**config.mk**
```make
export PLATFORM = sky130hd
export DESIGN_NAME = str_link_top
export DESIGN_NICKNAME = d
export VERILOG_FILES = /design/src/verilog/str_link_pkg.sv /design/src/verilog/uart_byte_if.sv /design/src/verilog/str_link_top.sv /design/src/verilog/frame_ctrl.sv /design/src/verilog/rx_msg_buf.sv /design/src/verilog/uart_rx_phy.sv /design/src/verilog/uart_tx_phy.sv
export SDC_FILE = /design/constraint.sdc
export NUM_CORES = 1
export LEC_CHECK = 0
export ABC_CLOCK_PERIOD_IN_PS = 7640
export BUFFER_PORTS_ARGS = -buffer_cell sky130_fd_sc_hd__buf_2
export CAP_MARGIN = 20
export CORE_AREA = 2 2 165 167
export DETAILED_ROUTE_END_ITERATION = 8
export DIE_AREA = 0 0 167 169
export GPL_TIMING_DRIVEN = 0
export PLACE_DENSITY = 0.81
export SLEW_MARGIN = 10
export SYNTH_ARGS = -nofsm -noshare
export SYNTH_HDL_FRONTEND = slang
export SYNTH_SLANG_ARGS = --single-unit
```
**constraint.sdc**
```tcl
create_clock -name sys_clk -period 7.64 [get_ports sys_clk]
set_input_delay 1.146 -clock sys_clk [delete_from_list [all_inputs] [get_ports sys_clk]]
set_output_delay 1.146 -clock sys_clk [all_outputs]
set_load 0.03 [all_outputs]
```
**src/verilog/str_link_pkg.sv**
```systemverilog
/*
 * str_link_pkg
 * shared line byte type, frame delimiter and the framer/deframer
 * state encodings of the framed string link
 */
package str_link_pkg;

	// one character on the serial line
	typedef logic [7:0] byte_t;

	// sent twice to open and twice to close a frame
	localparam byte_t DELIM_CHAR = 8'h26;

	// transmit framer
	typedef enum logic [2:0] {
		TX_IDLE,
		TX_DLM1,
		TX_DLM2,
		TX_CONTENT,
		TX_DLM3,
		TX_DLM4,
		TX_FINISH
	} tx_state_t;

	// receive deframer
	typedef enum logic [2:0] {
		RX_IDLE,
		RX_OPEN1,
		RX_CONTENT,
		RX_CLOSE1,
		RX_DELIVER
	} rx_state_t;

endpackage
```
**src/verilog/uart_byte_if.sv**
```systemverilog
/*
 * uart_byte_if
 * byte handshake between the frame controller and the UART transmitter
 */
`timescale 1ns/10ps

interface uart_byte_if;

	// byte to send, held by the controller until done
	str_link_pkg::byte_t data;

	// one-cycle request, only while busy is low
	logic req;

	// one cycle after the stop bit
	logic done;

	logic busy;

	modport ctrl (
		output data,
		output req,
		input  done,
		input  busy
	);

	modport phy (
		input  data,
		input  req,
		output done,
		output busy
	);

endinterface

```
**src/verilog/str_link_top.sv**
```systemverilog
/*
 * str_link_top
 * framed string link over a UART: frame controller, both serial PHYs
 * and the receive payload buffer
 */
`timescale 1ns/10ps

module str_link_top #(
	parameter int CLKS_PER_BIT = 16,
	parameter int MAX_LEN      = 16,
	parameter int RX_CREDITS   = 2
) (
	input  logic                 sys_clk,
	input  logic                 sys_rst_n,
	input  logic [MAX_LEN*8-1:0] tx_string,
	input  logic [7:0]           tx_length,
	input  logic                 tx_req,
	output logic                 tx_busy,
	output logic                 tx_done,
	output logic [MAX_LEN*8-1:0] rx_string,
	output logic [7:0]           rx_length,
	output logic                 rx_done,
	output logic                 rx_drop,
	input  logic                 rx_credit,
	input  logic                 uart_rx_port,
	output logic                 uart_tx_port
);

	str_link_pkg::byte_t rx_data;
	logic                rx_vld;
	logic                rx_ferr;
	logic                buf_clr;
	logic                buf_wr;
	str_link_pkg::byte_t buf_byte;
	logic [7:0]          buf_len;
	logic                buf_full;

	uart_byte_if byte_if ();

	frame_ctrl #(
		.MAX_LEN    (MAX_LEN),
		.RX_CREDITS (RX_CREDITS)
	) u_frame_ctrl (
		.sys_clk   (sys_clk),
		.sys_rst_n (sys_rst_n),
		.tx_string (tx_string),
		.tx_length (tx_length),
		.tx_req    (tx_req),
		.tx_busy   (tx_busy),
		.tx_done   (tx_done),
		.byte_if   (byte_if.ctrl),
		.rx_data   (rx_data),
		.rx_vld    (rx_vld),
		.rx_ferr   (rx_ferr),
		.buf_clr   (buf_clr),
		.buf_wr    (buf_wr),
		.buf_byte  (buf_byte),
		.buf_len   (buf_len),
		.buf_full  (buf_full),
		.rx_length (rx_length),
		.rx_done   (rx_done),
		.rx_drop   (rx_drop),
		.rx_credit (rx_credit)
	);

	uart_tx_phy #(
		.CLKS_PER_BIT (CLKS_PER_BIT)
	) u_tx_phy (
		.sys_clk   (sys_clk),
		.sys_rst_n (sys_rst_n),
		.byte_if   (byte_if.phy),
		.txd       (uart_tx_port)
	);

	uart_rx_phy #(
		.CLKS_PER_BIT (CLKS_PER_BIT)
	) u_rx_phy (
		.sys_clk   (sys_clk),
		.sys_rst_n (sys_rst_n),
		.rxd       (uart_rx_port),
		.rx_data   (rx_data),
		.rx_vld    (rx_vld),
		.rx_ferr   (rx_ferr)
	);

	rx_msg_buf #(
		.MAX_LEN (MAX_LEN)
	) u_rx_buf (
		.sys_clk   (sys_clk),
		.sys_rst_n (sys_rst_n),
		.buf_clr   (buf_clr),
		.buf_wr    (buf_wr),
		.buf_byte  (buf_byte),
		.msg       (rx_string),
		.msg_len   (buf_len),
		.full      (buf_full)
	);

endmodule

```
**src/verilog/frame_ctrl.sv**
```systemverilog
/*
 * frame_ctrl
 * transmit framer (&& payload &&), receive deframer with abort on a
 * lone &, framing error or overflow, and the receive credit counter
 */
`timescale 1ns/10ps

module frame_ctrl #(
	parameter int MAX_LEN    = 16,
	parameter int RX_CREDITS = 2
) (
	input  logic                 sys_clk,
	input  logic                 sys_rst_n,
	input  logic [MAX_LEN*8-1:0] tx_string,
	input  logic [7:0]           tx_length,
	input  logic                 tx_req,
	output logic                 tx_busy,
	output logic                 tx_done,
	uart_byte_if.ctrl            byte_if,
	input  str_link_pkg::byte_t  rx_data,
	input  logic                 rx_vld,
	input  logic                 rx_ferr,
	output logic                 buf_clr,
	output logic                 buf_wr,
	output str_link_pkg::byte_t  buf_byte,
	input  logic [7:0]           buf_len,
	input  logic                 buf_full,
	output logic [7:0]           rx_length,
	output logic                 rx_done,
	output logic                 rx_drop,
	input  logic                 rx_credit
);

	localparam int CRW = $clog2(RX_CREDITS + 1);

	str_link_pkg::tx_state_t tx_state;
	str_link_pkg::rx_state_t rx_state;
	logic [MAX_LEN*8-1:0]    str_q;
	logic [7:0]              tx_len;
	logic [7:0]              tx_idx;
	logic [CRW-1:0]          credit_cnt;
	logic                    credit_take;
	logic                    rx_delim;

	assign tx_busy = (tx_state != str_link_pkg::TX_IDLE);
	assign tx_done = (tx_state == str_link_pkg::TX_FINISH);

	// transmit framer, each byte starts on done of the one before
	always_ff @(posedge sys_clk or negedge sys_rst_n) begin
		if (!sys_rst_n) begin
			tx_state     <= str_link_pkg::TX_IDLE;
			byte_if.req  <= 1'b0;
			byte_if.data <= '0;
			tx_len       <= '0;
			tx_idx       <= '0;
		end else begin
			byte_if.req <= 1'b0;
			case (tx_state)
				str_link_pkg::TX_IDLE: begin
					if (tx_req) begin
						tx_len       <= (tx_length > MAX_LEN) ? 8'(MAX_LEN) : tx_length;
						tx_idx       <= '0;
						byte_if.data <= str_link_pkg::DELIM_CHAR;
						byte_if.req  <= 1'b1;
						tx_state     <= str_link_pkg::TX_DLM1;
					end
				end
				str_link_pkg::TX_DLM1: begin
					if (byte_if.done) begin
						byte_if.data <= str_link_pkg::DELIM_CHAR;
						byte_if.req  <= 1'b1;
						tx_state     <= str_link_pkg::TX_DLM2;
					end
				end
				// second opening & and each payload byte lead to the next byte
				str_link_pkg::TX_DLM2, str_link_pkg::TX_CONTENT: begin
					if (byte_if.done) begin
						byte_if.req <= 1'b1;
						if (tx_idx == tx_len) begin
							byte_if.data <= str_link_pkg::DELIM_CHAR;
							tx_state     <= str_link_pkg::TX_DLM3;
						end else begin
							byte_if.data <= str_q[int'(tx_idx) * 8 +: 8];
							tx_idx       <= tx_idx + 8'd1;
							tx_state     <= str_link_pkg::TX_CONTENT;
						end
					end
				end
				str_link_pkg::TX_DLM3: begin
					if (byte_if.done) begin
						byte_if.data <= str_link_pkg::DELIM_CHAR;
						byte_if.req  <= 1'b1;
						tx_state     <= str_link_pkg::TX_DLM4;
					end
				end
				str_link_pkg::TX_DLM4: begin
					if (byte_if.done) begin
						tx_state <= str_link_pkg::TX_FINISH;
					end
				end
				default: tx_state <= str_link_pkg::TX_IDLE;
			endcase
		end
	end

	// string captured with the request, later requests ignored while busy
	always_ff @(posedge sys_clk) begin
		if (tx_state == str_link_pkg::TX_IDLE && tx_req) begin
			str_q <= tx_string;
		end
	end

	assign rx_delim = (rx_data == str_link_pkg::DELIM_CHAR);
	assign buf_byte = rx_data;
	assign buf_clr  = (rx_state == str_link_pkg::RX_OPEN1) && rx_vld && rx_delim;
	assign buf_wr   = (rx_state == str_link_pkg::RX_CONTENT) && rx_vld && !rx_delim
		&& !buf_full;

	// receive deframer
	always_ff @(posedge sys_clk or negedge sys_rst_n) begin
		if (!sys_rst_n) begin
			rx_state <= str_link_pkg::RX_IDLE;
		end else begin
			case (rx_state)
				str_link_pkg::RX_IDLE: begin
					if (rx_vld && rx_delim) begin
						rx_state <= str_link_pkg::RX_OPEN1;
					end
				end
				str_link_pkg::RX_OPEN1: begin
					if (rx_ferr || (rx_vld && !rx_delim)) begin
						rx_state <= str_link_pkg::RX_IDLE;
					end else if (rx_vld) begin
						rx_state <= str_link_pkg::RX_CONTENT;
					end
				end
				str_link_pkg::RX_CONTENT: begin
					// overflow drops the frame without a drop pulse
					if (rx_ferr || (rx_vld && !rx_delim && buf_full)) begin
						rx_state <= str_link_pkg::RX_IDLE;
					end else if (rx_vld && rx_delim) begin
						rx_state <= str_link_pkg::RX_CLOSE1;
					end
				end
				str_link_pkg::RX_CLOSE1: begin
					if (rx_ferr || (rx_vld && !rx_delim)) begin
						rx_state <= str_link_pkg::RX_IDLE;
					end else if (rx_vld) begin
						rx_state <= str_link_pkg::RX_DELIVER;
					end
				end
				default: rx_state <= str_link_pkg::RX_IDLE;
			endcase
		end
	end

	assign credit_take = (rx_state == str_link_pkg::RX_DELIVER) && (credit_cnt != '0);

	// delivery with a credit, otherwise drop
	always_ff @(posedge sys_clk or negedge sys_rst_n) begin
		if (!sys_rst_n) begin
			rx_done   <= 1'b0;
			rx_drop   <= 1'b0;
			rx_length <= '0;
		end else begin
			rx_done <= credit_take;
			rx_drop <= (rx_state == str_link_pkg::RX_DELIVER) && !credit_take;
			if (credit_take) begin
				rx_length <= buf_len;
			end
		end
	end

	// returned credits saturate at RX_CREDITS
	always_ff @(posedge sys_clk or negedge sys_rst_n) begin
		if (!sys_rst_n) begin
			credit_cnt <= CRW'(RX_CREDITS);
		end else if (credit_take && !rx_credit) begin
			credit_cnt <= credit_cnt - 1'b1;
		end else if (!credit_take && rx_credit && credit_cnt != CRW'(RX_CREDITS)) begin
			credit_cnt <= credit_cnt + 1'b1;
		end
	end

endmodule

```
**src/verilog/rx_msg_buf.sv**
```systemverilog
/*
 * rx_msg_buf
 * receive payload assembly: bytes land at the write index, the index
 * doubles as the length, full warns of overflow
 */
`timescale 1ns/10ps

module rx_msg_buf #(
	parameter int MAX_LEN = 16
) (
	input  logic                   sys_clk,
	input  logic                   sys_rst_n,
	input  logic                   buf_clr,
	input  logic                   buf_wr,
	input  str_link_pkg::byte_t    buf_byte,
	output logic [MAX_LEN*8-1:0]   msg,
	output logic [7:0]             msg_len,
	output logic                   full
);

	// one more byte would not fit
	assign full = (msg_len == 8'(MAX_LEN));

	// write index, cleared when a frame opens
	always_ff @(posedge sys_clk or negedge sys_rst_n) begin
		if (!sys_rst_n) begin
			msg_len <= '0;
		end else if (buf_clr) begin
			msg_len <= '0;
		end else if (buf_wr && !full) begin
			msg_len <= msg_len + 8'd1;
		end
	end

	// byte 0 in the low bits, as on the transmit side
	always_ff @(posedge sys_clk) begin
		if (buf_wr && !buf_clr && !full) begin
			msg[int'(msg_len) * 8 +: 8] <= buf_byte;
		end
	end

endmodule

```
**src/verilog/uart_rx_phy.sv**
```systemverilog
/*
 * uart_rx_phy
 * two-flop line synchronizer and mid-bit sampler; deserializes one byte
 * per frame and flags a low stop bit
 */
`timescale 1ns/10ps

module uart_rx_phy #(
	parameter int CLKS_PER_BIT = 16
) (
	input  logic                sys_clk,
	input  logic                sys_rst_n,
	input  logic                rxd,
	output str_link_pkg::byte_t rx_data,
	output logic                rx_vld,
	output logic                rx_ferr
);

	localparam int CW   = $clog2(CLKS_PER_BIT + 1);
	localparam int HALF = CLKS_PER_BIT / 2;

	typedef enum logic [1:0] {
		RS_IDLE,
		RS_START,
		RS_DATA,
		RS_STOP
	} rs_state_t;

	rs_state_t     state;
	logic          rx_meta;
	logic          rx_sync;
	logic          rx_prev;
	logic [CW-1:0] cnt;
	logic [2:0]    bit_cnt;
	logic          bit_mid;

	assign bit_mid = (cnt == CW'(CLKS_PER_BIT - 1));

	// line idles high
	always_ff @(posedge sys_clk or negedge sys_rst_n) begin
		if (!sys_rst_n) begin
			rx_meta <= 1'b1;
			rx_sync <= 1'b1;
			rx_prev <= 1'b1;
		end else begin
			rx_meta <= rxd;
			rx_sync <= rx_meta;
			rx_prev <= rx_sync;
		end
	end

	always_ff @(posedge sys_clk or negedge sys_rst_n) begin
		if (!sys_rst_n) begin
			state   <= RS_IDLE;
			cnt     <= '0;
			bit_cnt <= '0;
			rx_vld  <= 1'b0;
			rx_ferr <= 1'b0;
		end else begin
			rx_vld  <= 1'b0;
			rx_ferr <= 1'b0;
			case (state)
				RS_IDLE: begin
					// falling edge of the start bit
					if (rx_prev && !rx_sync) begin
						state <= RS_START;
						cnt   <= '0;
					end
				end
				RS_START: begin
					if (cnt == CW'(HALF - 1)) begin
						cnt     <= '0;
						bit_cnt <= '0;
						// a glitch shorter than half a bit is ignored
						state   <= rx_sync ? RS_IDLE : RS_DATA;
					end else begin
						cnt <= cnt + 1'b1;
					end
				end
				RS_DATA: begin
					if (bit_mid) begin
						cnt <= '0;
						if (bit_cnt == 3'd7) begin
							state <= RS_STOP;
						end
						bit_cnt <= bit_cnt + 3'd1;
					end else begin
						cnt <= cnt + 1'b1;
					end
				end
				RS_STOP: begin
					if (bit_mid) begin
						cnt     <= '0;
						rx_vld  <= rx_sync;
						rx_ferr <= !rx_sync;
						state   <= RS_IDLE;
					end else begin
						cnt <= cnt + 1'b1;
					end
				end
				default: state <= RS_IDLE;
			endcase
		end
	end

	// LSB arrives first
	always_ff @(posedge sys_clk) begin
		if (state == RS_DATA && bit_mid) begin
			rx_data <= {rx_sync, rx_data[7:1]};
		end
	end

endmodule

```
**src/verilog/uart_tx_phy.sv**
```systemverilog
/*
 * uart_tx_phy
 * byte serializer: start bit, eight data bits LSB first, one stop bit
 */
`timescale 1ns/10ps

module uart_tx_phy #(
	parameter int CLKS_PER_BIT = 16
) (
	input  logic     sys_clk,
	input  logic     sys_rst_n,
	uart_byte_if.phy byte_if,
	output logic     txd
);

	localparam int CW = $clog2(CLKS_PER_BIT + 1);

	logic [CW-1:0] baud_cnt;
	logic [3:0]    bit_cnt;
	logic [8:0]    shift_q;
	logic          bit_end;

	assign bit_end = (baud_cnt == CW'(CLKS_PER_BIT - 1));

	// bit 0 is the start bit, bit 9 the stop bit
	always_ff @(posedge sys_clk or negedge sys_rst_n) begin
		if (!sys_rst_n) begin
			txd          <= 1'b1;
			byte_if.busy <= 1'b0;
			byte_if.done <= 1'b0;
			baud_cnt     <= '0;
			bit_cnt      <= '0;
		end else begin
			byte_if.done <= 1'b0;
			if (!byte_if.busy) begin
				if (byte_if.req) begin
					txd          <= 1'b0;
					byte_if.busy <= 1'b1;
					baud_cnt     <= '0;
					bit_cnt      <= '0;
				end
			end else if (bit_end) begin
				baud_cnt <= '0;
				if (bit_cnt == 4'd9) begin
					byte_if.busy <= 1'b0;
					byte_if.done <= 1'b1;
				end else begin
					// after eight shifts the filled-in one gives the stop bit
					txd     <= shift_q[0];
					bit_cnt <= bit_cnt + 4'd1;
				end
			end else begin
				baud_cnt <= baud_cnt + 1'b1;
			end
		end
	end

	// data bits with the stop level behind them
	always_ff @(posedge sys_clk) begin
		if (!byte_if.busy && byte_if.req) begin
			shift_q <= {1'b1, byte_if.data};
		end else if (byte_if.busy && bit_end && bit_cnt != 4'd9) begin
			shift_q <= {1'b1, shift_q[8:1]};
		end
	end

endmodule

```
* Yosys cells after proc, flatten, opt, wreduce, memory -nomap -nowiden
Index checks and enable logic that the tools add are counted.
Widths: inputs -> output; s select.
** Word-level totals
- Register bits after elaboration :: 350
- Input port bits :: 141
- Output and inout bits :: 141
- Logic and storage cells :: 208
** Operators by class
- $add $sub $neg :: 9
- Order comparisons :: 1
- Equal/unequal tests :: 41
- Shift-type cells :: 3
- Muxes and demuxes :: 71
- Reductions and logical operators :: 55
** Operators by type and width (number)
- $bwmux 128 :: 1
- $shift 8x33->128 const A :: 1
- $shiftx 128x12->8 :: 1
- $shiftx 8x33->128 :: 1
- $mux 8 :: 12
- $mux 3 :: 15
- $neg 11->33 :: 1
- $mux 5 :: 6
- $pmux 8 s3 :: 1
- $logic_and 1x1->1 :: 22
- $ne 2x1->1 const B :: 11
- $mux 1 :: 17
- $add 8x1->8 const B :: 2
- $mux 2 :: 8
- $mux 4 :: 4
- $pmux 8 s2 :: 1
- $eq 3x3->1 const B :: 5
- $pmux 3 s5 :: 1
- $pmux 5 s3 :: 1
- $reduce_bool 2->1 :: 7
- $eq 3x2->1 const B :: 4
- $pmux 3 s4 :: 1
- $reduce_and 4->1 :: 3
- $add 5x1->5 const B :: 2
- other kinds (32) :: 52

* Logic depth before layout (Yosys ltp)
- Depth in word-level cells :: 7
- Mapped depth :: 12
- Gate-level depth less buffers :: 9

* Hierarchy
Synthesis repeated with hierarchy kept, for this count alone.
** Second synthesis, totals
- Cell total of the unflattened synthesis :: 1011
- Area total of the unflattened synthesis :: 14676.6 µm²
** Modules (own cells, without submodules)
- frame_ctrl :: times used 1, cells each 423, area an instance 6960.4 µm², seq. area each 4921.0 µm²
- rx_msg_buf :: times used 1, cells each 431, area an instance 5729.2 µm², seq. area each 4043.9 µm²
- uart_tx_phy :: times used 1, cells each 84, area an instance 997.2 µm², seq. area each 541.8 µm²
- uart_rx_phy :: times used 1, cells each 73, area an instance 989.7 µm², seq. area each 619.3 µm²

* Worst setup path before layout
Ideal clock, no wire load.
- Path kind :: in2reg
- From :: input port tx_req
- To :: register u_frame_ctrl.str_q[0] (enable)
- Arrival time :: 4953 ps
- Data required time :: 7096 ps
- Setup slack :: 2143 ps
- Stages :: 3
- Cell sequence :: nand2_1 > inv_1 > clkbuf_1
** On the way
- Word-level cells in the longest chain between the ends :: 1
** Ends and longest elaborated chain
- start, declared :: line str_link_top.sv:17 : input logic tx_req,
- $logic_and 1x1->1 :: line frame_ctrl.sv:108 : if (tx_state == str_link_pkg::TX_IDLE && tx_req) begin
- end signal, assigned :: line frame_ctrl.sv:109 : str_q <= tx_string;
- end, declared :: line frame_ctrl.sv:38 : logic [MAX_LEN*8-1:0] str_q;
No other way between the ends.
A chain may end at the register's enable or synchronous reset.

* Worst setup path after layout
- From :: register u_rx_buf.msg_len[0]
- To :: register u_rx_buf.msg[23] (enable)
** On the way
- Word-level cells in the longest chain between the ends :: 5
** Ends and longest elaborated chain
- start, declared :: line rx_msg_buf.sv:17 : output logic [7:0] msg_len,
- start signal, assigned :: line rx_msg_buf.sv:31 : msg_len <= msg_len + 8'd1;
- $eq 8x5->1 * :: line rx_msg_buf.sv:22 : assign full = (msg_len == 8'(MAX_LEN));
- $logic_not 1->1 * :: line frame_ctrl.sv:117, rx_msg_buf.sv:37
- $logic_and 1x1->1 :: line frame_ctrl.sv:117 : && !buf_full;
- $logic_and 1x1->1 :: line rx_msg_buf.sv:37 : if (buf_wr && !buf_clr && !full) begin
- $logic_and 1x1->1 * :: line rx_msg_buf.sv:37
- end signal, assigned by index :: line rx_msg_buf.sv:38 : msg[int'(msg_len) * 8 +: 8] <= buf_byte;
- end, declared :: line rx_msg_buf.sv:16 : output logic [MAX_LEN*8-1:0] msg,
Mark *: on every way between the ends. The rest lies on a longest branch, timed or not.

==> impl_summary.md <==
Status
The flow ran to the end, and the final reports show no timing, DRC or antenna violations.

Detailed routing
In the routed design, unresolved DRC markers number 0. The routed design has 34.6 mm of wire. The detailed-router iteration count before antenna repair is 6. Dividing the detail-routed wire length by the instance count gives 20.0 um.

The vias after detailed routing is 9,866. Dividing the detail-routed via count by the number of cells gives 5.70. In this run the remaining antenna-violating nets after routing total 0. The number of DRC markers in iteration 0 is 1,039.

Yosys
The number of nets handed over by synthesis was 1,188. The largest area contributor in the netlist is sky130_fd_sc_hd__edfxtp_1. The distinct cell type count of the synthesized netlist is 61.

Of the synthesized area, sequential elements account for 70.2%. Counting flops with a built-in enable in the synthesized netlist gives 272. The commonest cells after synthesis are sky130_fd_sc_hd__edfxtp_1, sky130_fd_sc_hd__nor2_1, sky130_fd_sc_hd__nand2_1.

The total of warnings raised by yosys is 0. The number of synthesized register bits is 350. The post-synthesis average cell area is 14.0 um^2.

Yosys attributes the largest share of cell area to sky130_fd_sc_hd__edfxtp_1, sky130_fd_sc_hd__dfrtp_1, sky130_fd_sc_hd__mux4_2. Counting flops with an async set or reset pin after synthesis yields a share of 22.3%. The share of synthesized area in the top cell type comes to 56.6%. The most frequently used cell type in the post-synthesis netlist is sky130_fd_sc_hd__edfxtp_1. In the synthesized netlist the dominant register cell turns out to be sky130_fd_sc_hd__edfxtp_1. The number of instances in the synthesized netlist is 1,031.

The post-synthesis instance area is 14,400 um^2.

Power
The worst-case IR drop observed on VDD is 0.000198 V. For this design the ratio of total power to cell area is 231 nW/um^2. The internal cell power is 3250 uW. The analysis attributes to net switching a power of 831 uW. The sequential power share is 51.0%. The reported leakage power is 0.00645 uW. Combinational cells account for 4.1% of the total power. The clock network power share is 45.0%. The switching share of power is 20.4%.

Clock network
TritonCTS built the clock tree. The clock passes through at most 3 buffers. Counting the buffers created by CTS gives 36. The root buffer cell chosen for the clock tree is sky130_fd_sc_hd__clkbuf_16. The clock latency on the worst-skew pair is 0.52 ns.

The clock-pin slew on the worst setup and hold paths is 0.06 ns. The number of setup buffers added after CTS is 0. The number of gates resized after cts is 0. The number of hold buffers added after CTS is 0. The H-tree was split into 2 levels. The CTS sink count is 350.

Global route
The busiest layer in global routing is met2. The global route total overflow is 0. The first global-routing pass estimated 54.1 mm of wire.

The met3 usage is 5.17%. The number of antenna violations at the first check in global routing is 1. The met1 global-route usage is 29.8%. Global routing used 24.5% of the available tracks across all layers.

The number of global-route vias before repair is 10.1k. For met2 alone, demand over resource in global routing was 43.1%. The largest net degree at the start of global routing is 53.

Die
After floorplanning, the core was sized to cover 26,500 um^2. The effective utilization at floorplan is 54.5%. From bottom edge to top edge, the die measures 169 um.

During I/O placement, the number of pins put on the boundary was 282. The die covers 28,200 um^2. The number of placement rows is 60. The floorplan die width is 167 um.

Min path
The hold path startpoint is u_rx_phy.rx_meta. The worst hold path belongs to the class flop to flop.

Placement
The detailed placement HPWL is 24.6 mm. After detailed placement, the total cell area comes to 16,400 um^2. The weighted congestion reported at the end of routability-driven placement is 0.866.

The count of input and output buffers is 281.

Cells and area
The largest registers in the layout are u_frame_ctrl.str_q x128, u_rx_buf.msg x128. The register cell area after layout is 10,100 um^2. Cells with a size suffix above 1 make up 31.1% of the layout. After filler insertion, the fill cell instance count of the layout stands at 1,852. In the final layout, the multi-input gates occupy 4070 um^2.

The final instance area is 17,700 um^2. For this run, the post-layout net count is 1,519. The post-synthesis to final-layout area growth is 22.4%. At the end of the flow the core is filled with cells to 66.7%.

Setup path
The startpoint of the lowest-slack register-to-register path is u_rx_buf.msg_len[0]. The type of the worst setup path is flop to flop. The endpoint class of the critical path is a flop. The arrival time of data at the critical path endpoint is 4.28 ns. The worst setup path is launched from a flop.

The required time at the worst-slack endpoint is 7.85 ns. In this run the worst setup path begins at u_rx_buf.msg_len[0]. Of all nets on the critical path, the largest fanout is 10.

STA
Setup total negative slack on the finished layout was measured at 0 ns. On the final layout, the worst clock skew is 0.0214 ns. Setup violations remaining at the end of the flow were counted as 0. The final critical path takes up 53.3% of the cycle. Setup repair after global routing left no endpoint under its margin.

Measured against its own limit, the worst slew margin works out to 38.1%. The final hold slack is 0.357 ns. The clock period could shrink to 4.07 ns. The final max-slew violation count was 0. The fmax is 246 MHz. For the pin with the worst max-slew slack, the measured transition is 0.924 ns. The number of failing hold endpoints at the final stage is 0.

Flow run
The tool flagged a number of max-cap violations equal to 0.
## metal layers
layer	vias up	wire, um
met5	-	11
li1	4454	-
met1	4723	12900
met2	590	17500
met3	97	3120
met4	2	1130
## power by group through the flow
stage               sequential (uW)  combinational [uW]  clock [uW]
detailed placement             2120                 163           0
floorplan                      2110                89.1           0
finish                         2080                 166        1830
CTS                            2080                 165        1850
global placement               2120                 153           0
global route                   2080                 188        1930
## cells by family (layout without fill, tap and decap cells)
family                   count (synthesis)  in the layout  synth area share [%]
AO/OA/AOI/OAI                           97             97                  4.73
XOR/XNOR                                25             25                  1.57
adder cells (fa/ha/maj)                 16             16                  1.39
buffers and inverters                   71            428                  1.91
flip-flops                             350            350                  70.2
multiplexers                            62             62                  6.76
other                                    0              1                     0
AND/OR/NAND/NOR                        410            410                  13.5
## worst max-delay path: stages (launching register included)
cell and delay (ns):
sky130_fd_sc_hd__dfrtp_1 0.38, sky130_fd_sc_hd__clkbuf_1 0.20, sky130_fd_sc_hd__inv_1 0.22, sky130_fd_sc_hd__clkbuf_1 0.45, sky130_fd_sc_hd__ha_1 0.27, sky130_fd_sc_hd__or4b_4 0.48
sky130_fd_sc_hd__or4b_1 0.50, sky130_fd_sc_hd__nor4_2 0.18, sky130_fd_sc_hd__a21oi_2 0.15, sky130_fd_sc_hd__nor3_1 0.60, sky130_fd_sc_hd__buf_2 0.32
## layout make-up
cell class	count	area share [%]
clock inverter	19	1.45
multi-input combinational	610	23.0
sequential	350	57.3
timing repair buffer	293	8.70
tap	341	2.41
inverter	28	0.595
antenna	1	0.0142
buffer	43	0.984
clock buffer	45	5.53
## metrics by stage
stage          setup WS (ns)  instances  power (uW)
3_5_place_dp            3.46       1663        2280
5_1_grt                 3.38       1729        4200
4_1_cts                 3.40       1727        4090
2_1_floorplan           2.14       1031        2200
3_3_place_gp           0.813       1653        2270
6_report                3.57       1730        4080
## placed cells by master (no fill, tap or decap), types with 13 or more instances in the layout
master,Yosys,routed
sky130_fd_sc_hd__buf_2,7,293
sky130_fd_sc_hd__edfxtp_1,272,272
sky130_fd_sc_hd__nor2_1,153,153
sky130_fd_sc_hd__nand2_1,103,103
sky130_fd_sc_hd__dfrtp_1,73,73
sky130_fd_sc_hd__clkbuf_1,36,42
sky130_fd_sc_hd__clkbuf_16,0,38
sky130_fd_sc_hd__inv_1,28,28
sky130_fd_sc_hd__nand3_1,28,28
sky130_fd_sc_hd__mux4_2,26,26
sky130_fd_sc_hd__mux2_2,24,24
sky130_fd_sc_hd__o21ai_0,23,23
sky130_fd_sc_hd__and2_1,19,19
sky130_fd_sc_hd__xor2_1,17,17
sky130_fd_sc_hd__a21oi_1,16,16
sky130_fd_sc_hd__nor3_1,17,16
sky130_fd_sc_hd__ha_1,16,16
sky130_fd_sc_hd__and3_1,14,14
sky130_fd_sc_hd__nand4_1,13,13
sky130_fd_sc_hd__nor2b_1,13,13
## worst paths after layout
kind                       slack (ns)                         to  cells past startpoint
min reg2reg                      0.36           u_rx_phy.rx_sync                      0
max                              3.57           u_rx_buf.msg[23]                     10
min in group asynchronous        0.57  u_frame_ctrl.rx_length[6]                      1
max reg2reg                      3.57           u_rx_buf.msg[23]                     10
max in group asynchronous        6.43               u_tx_phy.txd                      2
min                              0.36           u_rx_phy.rx_sync                      0
Power figures use the tool's default switching activity.
